File: config.mk
export PLATFORM = sky130hd
export DESIGN_NAME = htu_top
export DESIGN_NICKNAME = d
export VERILOG_FILES = /design/src/htu_pkg.sv /design/src/htu_req_if.sv /design/src/htu_offset.sv /design/src/htu_cacheline.sv /design/src/htu_set.sv /design/src/htu_cmd_decoder.sv /design/src/htu_req_fifo.sv /design/src/htu_top.sv
export SDC_FILE = /design/constraint.sdc
export NUM_CORES = 1
export LEC_CHECK = 0
export ABC_AREA = 1
export CAP_MARGIN = 25
export CORE_ASPECT_RATIO = 0.5
export CORE_MARGIN = 1.5
export CORE_UTILIZATION = 60
export DETAILED_ROUTE_END_ITERATION = 10
export DONT_BUFFER_PORTS = 1
export PLACE_DENSITY_LB_ADDON = 0.3
export SLEW_MARGIN = 40
export SYNTH_ARGS = -nofsm -noshare
export SYNTH_HDL_FRONTEND = slang
export SYNTH_SLANG_ARGS = --single-unit
File: constraint.sdc
create_clock -name clk_i -period 6.4 [get_ports clk_i]
set_input_delay 1.28 -clock clk_i [delete_from_list [all_inputs] [get_ports clk_i]]
set_output_delay 1.28 -clock clk_i [all_outputs]
set_load 0.05 [all_outputs]
File: src/htu_pkg.sv
package htu_pkg;

  localparam int ADDR_W = 32;

  // Tag covers address bits 31 to 10
  localparam int TAG_W = 22;

  // Address bit that picks the half-line
  localparam int OFFSET_BIT = 9;

  typedef enum logic [1:0] {
    OP_READ       = 2'd0,
    OP_WRITE      = 2'd1,
    OP_FLUSH      = 2'd2,
    OP_INVALIDATE = 2'd3
  } htu_op_e;

  typedef enum logic [1:0] {
    ST_INVALID = 2'd0,
    ST_CLEAN   = 2'd1,
    ST_DIRTY   = 2'd2
  } htu_state_e;

  typedef logic [TAG_W-1:0] htu_tag_t;

  // One decoded request, 25 bits
  typedef struct packed {
    htu_op_e  op;
    htu_tag_t tag;
    logic     offset;
  } htu_req_t;

endpackage

File: src/htu_req_if.sv
`timescale 1ns/1ps

interface htu_req_if;

  import htu_pkg::*;

  logic     req_valid;
  htu_req_t req;
  logic     req_pop;

  modport fifo_side (
    output req_valid,
    output req,
    input  req_pop
  );

  modport set_side (
    input  req_valid,
    input  req,
    output req_pop
  );

endinterface

File: src/htu_offset.sv
`timescale 1ns/1ps

module htu_offset (
  input  logic                clk_i,
  input  logic                rst_i,
  input  logic                offset_hit_i,
  input  logic                op_is_read_i,
  input  logic                op_is_write_i,
  input  logic                op_is_flush_i,
  input  logic                op_is_invalidate_i,
  input  logic                cacheline_hit_i,
  input  logic                cacheline_allocate_i,
  output htu_pkg::htu_state_e offset_status_o
);

  import htu_pkg::*;

  htu_state_e state_q;

  assign offset_status_o = state_q;

  always_ff @(posedge clk_i or posedge rst_i) begin
    if (rst_i) begin
      state_q <= ST_INVALID;
    end else if (cacheline_allocate_i) begin
      // Only the accessed half holds data after a fill
      if (!offset_hit_i) begin
        state_q <= ST_INVALID;
      end else if (op_is_write_i) begin
        state_q <= ST_DIRTY;
      end else begin
        state_q <= ST_CLEAN;
      end
    end else if (cacheline_hit_i) begin
      if (op_is_invalidate_i) begin
        state_q <= ST_INVALID;
      end else if (op_is_flush_i) begin
        if (state_q == ST_DIRTY) begin
          state_q <= ST_CLEAN;
        end
      end else if (offset_hit_i && op_is_write_i) begin
        state_q <= ST_DIRTY;
      end else if (offset_hit_i && op_is_read_i && state_q == ST_INVALID) begin
        state_q <= ST_CLEAN;
      end
    end
  end

endmodule

File: src/htu_cacheline.sv
`timescale 1ns/1ps

module htu_cacheline (
  input  logic                clk_i,
  input  logic                rst_i,
  input  logic                access_en_i,
  input  logic                op_is_read_i,
  input  logic                op_is_write_i,
  input  logic                op_is_flush_i,
  input  logic                op_is_invalidate_i,
  input  logic                access_offset1_i,
  input  htu_pkg::htu_tag_t   access_tag_i,
  input  logic                cacheline_allocate_i,
  output logic                valid_o,
  output htu_pkg::htu_tag_t   tag_o,
  output logic                hit_o,
  output htu_pkg::htu_state_e offset0_state_o,
  output htu_pkg::htu_state_e offset1_state_o
);

  import htu_pkg::*;

  logic     valid_q;
  htu_tag_t tag_q;
  logic     qual_hit;

  assign valid_o  = valid_q;
  assign tag_o    = tag_q;
  assign hit_o    = valid_q & (access_tag_i == tag_q);
  assign qual_hit = access_en_i & hit_o;

  always_ff @(posedge clk_i or posedge rst_i) begin
    if (rst_i) begin
      valid_q <= 1'b0;
    end else if (cacheline_allocate_i) begin
      valid_q <= 1'b1;
    end else if (qual_hit && op_is_invalidate_i) begin
      valid_q <= 1'b0;
    end
  end

  always_ff @(posedge clk_i) begin
    if (cacheline_allocate_i) begin
      tag_q <= access_tag_i;
    end
  end

  htu_offset u_offset0 (
    .clk_i               (clk_i               ),
    .rst_i               (rst_i               ),
    .offset_hit_i        (~access_offset1_i   ),
    .op_is_read_i        (op_is_read_i        ),
    .op_is_write_i       (op_is_write_i       ),
    .op_is_flush_i       (op_is_flush_i       ),
    .op_is_invalidate_i  (op_is_invalidate_i  ),
    .cacheline_hit_i     (qual_hit            ),
    .cacheline_allocate_i(cacheline_allocate_i),
    .offset_status_o     (offset0_state_o     )
  );

  htu_offset u_offset1 (
    .clk_i               (clk_i               ),
    .rst_i               (rst_i               ),
    .offset_hit_i        (access_offset1_i    ),
    .op_is_read_i        (op_is_read_i        ),
    .op_is_write_i       (op_is_write_i       ),
    .op_is_flush_i       (op_is_flush_i       ),
    .op_is_invalidate_i  (op_is_invalidate_i  ),
    .cacheline_hit_i     (qual_hit            ),
    .cacheline_allocate_i(cacheline_allocate_i),
    .offset_status_o     (offset1_state_o     )
  );

endmodule

File: src/htu_set.sv
`timescale 1ns/1ps

module htu_set #(
  parameter int NUM_WAYS = 4
) (
  input  logic                        clk_i,
  input  logic                        rst_i,
  htu_req_if.set_side                 req_if,
  output logic                        rsp_valid_o,
  output htu_pkg::htu_op_e            rsp_op_o,
  output logic                        rsp_hit_o,
  output logic [$clog2(NUM_WAYS)-1:0] rsp_way_o,
  output htu_pkg::htu_state_e         rsp_state_o,
  output logic                        rsp_writeback_o,
  output htu_pkg::htu_tag_t           rsp_wb_tag_o
);

  import htu_pkg::*;

  localparam int WAY_W = $clog2(NUM_WAYS);

  logic                s2_valid_q;
  htu_req_t            s2_req_q;
  logic [NUM_WAYS-1:0] s2_hits_q;
  logic [WAY_W-1:0]    s2_way_q;
  logic [WAY_W-1:0]    rr_q;
  logic                rsp_show_q;
  logic                rsp_off1_q;

  logic [NUM_WAYS-1:0] line_hit;
  logic [NUM_WAYS-1:0] line_valid;
  logic [NUM_WAYS-1:0] line_alloc;
  htu_tag_t            line_tag  [NUM_WAYS];
  htu_state_e          line_off0 [NUM_WAYS];
  htu_state_e          line_off1 [NUM_WAYS];

  logic [WAY_W-1:0]    hit_way;
  htu_tag_t            access_tag;
  logic                s2_hit;
  logic                s2_rd;
  logic                s2_wr;
  logic                s2_fl;
  logic                s2_inv;
  logic                s2_alloc;
  logic                victim_dirty;
  logic [WAY_W-1:0]    s2_way;

  // Stage 1 only while stage 2 is idle, so one request every two cycles
  assign req_if.req_pop = req_if.req_valid & ~s2_valid_q;

  // Head of FIFO is looked up in stage 1, the held request in stage 2
  assign access_tag = s2_valid_q ? s2_req_q.tag : req_if.req.tag;

  always_comb begin
    hit_way = '0;
    for (int i = 0; i < NUM_WAYS; i++) begin
      if (line_hit[i]) begin
        hit_way = WAY_W'(i);
      end
    end
  end

  always_ff @(posedge clk_i or posedge rst_i) begin
    if (rst_i) begin
      s2_valid_q <= 1'b0;
    end else begin
      s2_valid_q <= req_if.req_pop;
    end
  end

  always_ff @(posedge clk_i) begin
    if (req_if.req_pop) begin
      s2_req_q  <= req_if.req;
      s2_hits_q <= line_hit;
      s2_way_q  <= hit_way;
    end
  end

  assign s2_hit   = |s2_hits_q;
  assign s2_rd    = (s2_req_q.op == OP_READ);
  assign s2_wr    = (s2_req_q.op == OP_WRITE);
  assign s2_fl    = (s2_req_q.op == OP_FLUSH);
  assign s2_inv   = (s2_req_q.op == OP_INVALIDATE);
  assign s2_alloc = s2_valid_q & ~s2_hit & (s2_rd | s2_wr);

  assign victim_dirty = line_valid[rr_q] &
                        ((line_off0[rr_q] == ST_DIRTY) | (line_off1[rr_q] == ST_DIRTY));

  // Flush and invalidate misses report way 0
  assign s2_way = s2_hit ? s2_way_q : (s2_alloc ? rr_q : '0);

  for (genvar i = 0; i < NUM_WAYS; i++) begin : g_way
    assign line_alloc[i] = s2_alloc & (rr_q == WAY_W'(i));

    htu_cacheline u_line (
      .clk_i               (clk_i          ),
      .rst_i               (rst_i          ),
      .access_en_i         (s2_valid_q     ),
      .op_is_read_i        (s2_rd          ),
      .op_is_write_i       (s2_wr          ),
      .op_is_flush_i       (s2_fl          ),
      .op_is_invalidate_i  (s2_inv         ),
      .access_offset1_i    (s2_req_q.offset),
      .access_tag_i        (access_tag     ),
      .cacheline_allocate_i(line_alloc[i]  ),
      .valid_o             (line_valid[i]  ),
      .tag_o               (line_tag[i]    ),
      .hit_o               (line_hit[i]    ),
      .offset0_state_o     (line_off0[i]   ),
      .offset1_state_o     (line_off1[i]   )
    );
  end

  // Round-robin victim pointer
  always_ff @(posedge clk_i or posedge rst_i) begin
    if (rst_i) begin
      rr_q <= '0;
    end else if (s2_alloc) begin
      rr_q <= (rr_q == WAY_W'(NUM_WAYS - 1)) ? '0 : rr_q + 1'b1;
    end
  end

  always_ff @(posedge clk_i or posedge rst_i) begin
    if (rst_i) begin
      rsp_valid_o     <= 1'b0;
      rsp_writeback_o <= 1'b0;
      rsp_show_q      <= 1'b0;
    end else begin
      rsp_valid_o     <= s2_valid_q;
      rsp_writeback_o <= s2_alloc & victim_dirty;
      if (s2_valid_q) begin
        rsp_show_q <= s2_hit | s2_alloc;
      end
    end
  end

  always_ff @(posedge clk_i) begin
    if (s2_valid_q) begin
      rsp_op_o     <= s2_req_q.op;
      rsp_hit_o    <= s2_hit;
      rsp_way_o    <= s2_way;
      rsp_off1_q   <= s2_req_q.offset;
      rsp_wb_tag_o <= line_tag[rr_q];
    end
  end

  // Lines already hold the updated state in the response cycle
  always_comb begin
    if (!rsp_show_q) begin
      rsp_state_o = ST_INVALID;
    end else if (rsp_off1_q) begin
      rsp_state_o = line_off1[rsp_way_o];
    end else begin
      rsp_state_o = line_off0[rsp_way_o];
    end
  end

endmodule

File: src/htu_cmd_decoder.sv
`timescale 1ns/1ps

module htu_cmd_decoder (
  input  logic                        clk_i,
  input  logic                        rst_i,
  input  logic                        cmd_valid_i,
  input  htu_pkg::htu_op_e            cmd_op_i,
  input  logic [htu_pkg::ADDR_W-1:0]  cmd_addr_i,
  input  logic                        full_i,
  output logic                        push_o,
  output htu_pkg::htu_req_t           req_o
);

  import htu_pkg::*;

  // A strobe that meets a full FIFO is dropped
  assign push_o = cmd_valid_i & ~full_i;

  assign req_o.op     = cmd_op_i;
  assign req_o.tag    = cmd_addr_i[ADDR_W-1 -: TAG_W];
  assign req_o.offset = cmd_addr_i[OFFSET_BIT];

endmodule

File: src/htu_req_fifo.sv
`timescale 1ns/1ps

module htu_req_fifo #(
  parameter int DEPTH = 4
) (
  input  logic              clk_i,
  input  logic              rst_i,
  input  logic              push_i,
  input  htu_pkg::htu_req_t req_i,
  output logic              full_o,
  htu_req_if.fifo_side      req_if
);

  import htu_pkg::*;

  localparam int PTR_W = (DEPTH > 1) ? $clog2(DEPTH) : 1;
  localparam int CNT_W = $clog2(DEPTH + 1);

  htu_req_t         mem [DEPTH];
  logic [PTR_W-1:0] wr_ptr_q;
  logic [PTR_W-1:0] rd_ptr_q;
  logic [CNT_W-1:0] count_q;
  logic             do_push;
  logic             do_pop;

  function automatic logic [PTR_W-1:0] ptr_next(input logic [PTR_W-1:0] ptr);
    return (ptr == PTR_W'(DEPTH - 1)) ? '0 : ptr + 1'b1;
  endfunction

  assign full_o           = (count_q == CNT_W'(DEPTH));
  assign req_if.req_valid = (count_q != '0);
  assign req_if.req       = mem[rd_ptr_q];

  assign do_push = push_i & ~full_o;
  assign do_pop  = req_if.req_pop & req_if.req_valid;

  always_ff @(posedge clk_i) begin
    if (do_push) begin
      mem[wr_ptr_q] <= req_i;
    end
  end

  always_ff @(posedge clk_i or posedge rst_i) begin
    if (rst_i) begin
      wr_ptr_q <= '0;
      rd_ptr_q <= '0;
      count_q  <= '0;
    end else begin
      if (do_push) begin
        wr_ptr_q <= ptr_next(wr_ptr_q);
      end
      if (do_pop) begin
        rd_ptr_q <= ptr_next(rd_ptr_q);
      end
      // Push and pop together leave the count alone
      case ({do_push, do_pop})
        2'b10:   count_q <= count_q + 1'b1;
        2'b01:   count_q <= count_q - 1'b1;
        default: count_q <= count_q;
      endcase
    end
  end

endmodule

File: src/htu_top.sv
`timescale 1ns/1ps

module htu_top #(
  parameter int NUM_WAYS = 4,
  parameter int DEPTH    = 4
) (
  input  logic                        clk_i,
  input  logic                        rst_i,
  input  logic                        cmd_valid_i,
  input  htu_pkg::htu_op_e            cmd_op_i,
  input  logic [31:0]                 cmd_addr_i,
  output logic                        cmd_full_o,
  output logic                        rsp_valid_o,
  output htu_pkg::htu_op_e            rsp_op_o,
  output logic                        rsp_hit_o,
  output logic [$clog2(NUM_WAYS)-1:0] rsp_way_o,
  output htu_pkg::htu_state_e         rsp_state_o,
  output logic                        rsp_writeback_o,
  output htu_pkg::htu_tag_t           rsp_wb_tag_o
);

  import htu_pkg::*;

  logic     dec_push;
  htu_req_t dec_req;
  logic     fifo_full;

  htu_req_if u_req_if ();

  assign cmd_full_o = fifo_full;

  htu_cmd_decoder u_decoder (
    .clk_i      (clk_i      ),
    .rst_i      (rst_i      ),
    .cmd_valid_i(cmd_valid_i),
    .cmd_op_i   (cmd_op_i   ),
    .cmd_addr_i (cmd_addr_i ),
    .full_i     (fifo_full  ),
    .push_o     (dec_push   ),
    .req_o      (dec_req    )
  );

  htu_req_fifo #(
    .DEPTH(DEPTH)
  ) u_fifo (
    .clk_i (clk_i    ),
    .rst_i (rst_i    ),
    .push_i(dec_push ),
    .req_i (dec_req  ),
    .full_o(fifo_full),
    .req_if(u_req_if )
  );

  htu_set #(
    .NUM_WAYS(NUM_WAYS)
  ) u_set (
    .clk_i          (clk_i          ),
    .rst_i          (rst_i          ),
    .req_if         (u_req_if       ),
    .rsp_valid_o    (rsp_valid_o    ),
    .rsp_op_o       (rsp_op_o       ),
    .rsp_hit_o      (rsp_hit_o      ),
    .rsp_way_o      (rsp_way_o      ),
    .rsp_state_o    (rsp_state_o    ),
    .rsp_writeback_o(rsp_writeback_o),
    .rsp_wb_tag_o   (rsp_wb_tag_o   )
  );

endmodule

==> flow_metrics.py <==
metrics = {
    "outcome": {
        "status": "complete, no violations",
    },
    "clock_tree": {
        "cts_tree": "done",
        "cts_sinks": 280,
        "clk_path_buf_depth": 3,
        "ctsResizeCount": 0,
        "h-tree-depth": 1,
        "cts_buffers": 25,
        "clk_pin_slew_ns": 0.06,
        "ctsRootBufferMaster": "clkbuf_16",
        "clk_latency_ns": 0.56,
        "holdBufCountCts": 0,
        "cts_setup_buffers": 0,
    },
    "die": {
        "core_um2": 22700,
        "rows": 39,
        "io_pins": 69,
        "die_area_um2": 24000,
        "dieHeight_um": 110,
        "die_x_um": 218,
        "start_util": 0.608,
    },
    "synth": {
        "syn_area_um2": 13800,
        "syn-instance-count": 1477,
        "syn-mean-instance-area_um2": 9.36,
        "synth_enable_flop_cells": 247,
        "yosysTopAreaCellShare": 0.536,
        "postSynthNetCount": 1525,
        "yosysTopAreaCell": "edfxtp_1",
        "synthDistinctLibCells": 43,
        "yosys_warnings": 0,
        "ys_ff_latch": 280,
        "seq_area_frac_synth": 0.596,
        "synth-main-ff-cell": "edfxtp_1",
        "synthTopCellsByArea": "edfxtp_1 54%, nand2_1 11%, nand3_1 7.0%",
        "synthArstFlopShare": 0.118,
    },
    "pwr": {
        "ir_worst_vdd_uv": 351,
        "p_per_area_nw_per_um2": 565,
        "power_mw": 8.48,
        "p_leak_nw": 6.35,
    },
    "sta": {
        "rsz0062_at_grt": "no",
        "setup_viol_count_final": 0,
        "tns_ns": 0,
        "final.min_clock_period_ns": 3.96,
        "skew_ns": 0.0185,
        "final_max_slew_viol_count": 0,
        "fin_crit_sh": 0.618,
        "whs_ns": 0.496,
        "hold_viol": 0,
        "worst_pin_slew_ns": 0.757,
        "slew_headroom": 0.496,
        "clock.fmax_mhz": 253,
    },
    "routing": {
        "wl_met3_um": 4220,
        "route.detailed.drc": 0,
        "wire_per_inst_um": 21.1,
        "postRouteAntennaNets": 0,
        "drt_iter0_markers": 1776,
        "vias": 10800,
        "dr_wl_met2_um": 16600,
        "routedLengthMet1_um": 16700,
        "top_layer": "met4",
        "viasPerCell": 6.00,
        "drt_first_pass_iters": 6,
        "wl_um": 38200,
    },
    "global_routing": {
        "grt_pass1_wl_um": 57100,
        "grt_max_degree": 71,
        "grt_use_total": 0.323,
        "antenna_found_initial": 0,
        "grt_pass1_vias": 9777,
        "overflow": 0,
    },
    "worst_hold_path": {
        "hold_class": "flip-flop to flip-flop",
    },
    "finish": {
        "layout_commonest_cell": "nand2_1",
        "register_area_um2": 8250,
        "nets": 1528,
        "fill_cells": 1805,
        "multi_input_area_um2": 4800,
        "layout_common_cells": "423 x nand2_1, 247 x edfxtp_1, 194 x nand3_1",
        "drive_above_1_share": 0.0787,
        "syn_to_final_growth_pct": 8.59,
        "num_antenna_cells": 0,
    },
    "run": {
        "maxCapViolations": 0,
    },
    "setup_path": {
        "path_max_fanout": 11,
        "cp-start-kind": "flip-flop",
        "critPathKind": "flip-flop to output port",
        "critical-path-top-delay-family": "compound AO/OA/AOI/OAI gates",
        "crit_slowest_cell": "edfxtp_1",
        "end_kind": "output port",
        "cp.arrival_ns": 2.68,
        "slowest_delay_ns": 0.84,
        "path_buf_inv": 1,
        "worstPathRequired_ns": 5.12,
        "path_cells": "inv_1 -> a21oi_1 -> o21ai_0 -> a311oi_4",
    },
    "place": {
        "post-dp-hpwl_um": 26900,
        "io_buffer_count": 0,
        "gp_congestion": 1.06,
    },
}
==> power breakdown <==
part           switching [mW]  internal [mW]  leakage, nW  total [mW]
clock                   0.681          0.847        0.384        1.53
sequential              0.603           2.73         2.71        3.33
combinational            2.70          0.919         3.26        3.62
total                    3.99           4.49         6.35        8.48
==> layer usage <==
| metal | track usage | up-vias |
|---|---|---|
| met5 | 0 | - |
| met4 | 0.0590 | 0 |
| met3 | 0.0691 | 59 |
| met2 | 0.489 | 587 |
| met1 | 0.484 | 5190 |
| li1 | - | 5000 |
==> synth_stat cells (all sizes together) (3+ instances only) <==
cell type  instances
nand2            447
edfxtp           247
nand3            216
inv              156
nor2             105
o21ai             76
a21oi             67
dfrtp             33
buf               24
clkbuf            18
nand3b            14
or2               14
ha                10
nand4             10
o22ai             10
nor3               6
a31oi              3
clkinv             3
o21bai             3
==> tightest hold or removal path, stage by stage (launching register included) <==
cell	delay (ns)
dfrtp_1	0.36
nand2_1	0.06
nand2_1	0.05
==> cell families after synthesis <==
group / synth area share
and+or+nand+nor: 0.264
adders and majority gates: 0.0105
DFF: 0.596
AOI/OAI and AO/OA: 0.0647
xor gates and xnor gates: 0.00127
buffers and inverters: 0.0635
==> stage by stage <==
stage	cells	cell area [um^2]	utilization	setup WS, ns
after floorplan	1477	13800	-	1.96
after global placement	1758	14100	0.621	2.77
after detailed placement	1760	14200	0.625	3.00
after CTS	1806	15000	0.660	2.44
after global routing	1806	15000	0.661	2.25
final	1806	15000	0.661	2.44
==> final cells by class <==
type,count,area share
multi-input combinational,996,0.319
sequential,280,0.549
inverter,159,0.0404
tap,307,0.0256
clock buffer,31,0.0432
clock inverter,15,0.0109
timing repair buffer,18,0.0117
==> sequential cells by signal, summed over array words and instances (netlist names), 2 cells and up <==
name and cells:
u_set.rsp_way_o 2, u_set.g_way.u_line.tag_o 88, u_set.g_way.u_line.u_offset1.offset_status_o 8, u_fifo.rd_ptr_q 2, u_fifo.count_q 3, u_set.g_way.u_line.valid_o 4
u_set.s2_hits_q 4, u_set.s2_req_q 25, u_fifo.mem 100, u_set.g_way.u_line.u_offset0.offset_status_o 8, u_set.rr_q 2, u_set.s2_way_q 2
u_set.rsp_wb_tag_o 22, u_set.rsp_op_o 2, u_fifo.wr_ptr_q 2
==> worst paths after layout <==
path / startpoint / to / slack (ns) / cells after the start
worst max-delay path: u_set.rsp_way_o[0] / rsp_state_o[1] / 2.44 / 4
worst max register to register: u_fifo.rd_ptr_q[0] / flip-flop / 2.85 / 16
max in group asynchronous: rst_i / u_fifo.rd_ptr_q[0] / 5.25 / 2
worst min-delay path: flip-flop / flip-flop / 0.50 / 2
worst min register to register: flip-flop / flip-flop / 0.50 / 2
min in group asynchronous: rst_i / async pin / 0.74 / 2
Note: power is estimated with default switching activity, not from simulation.
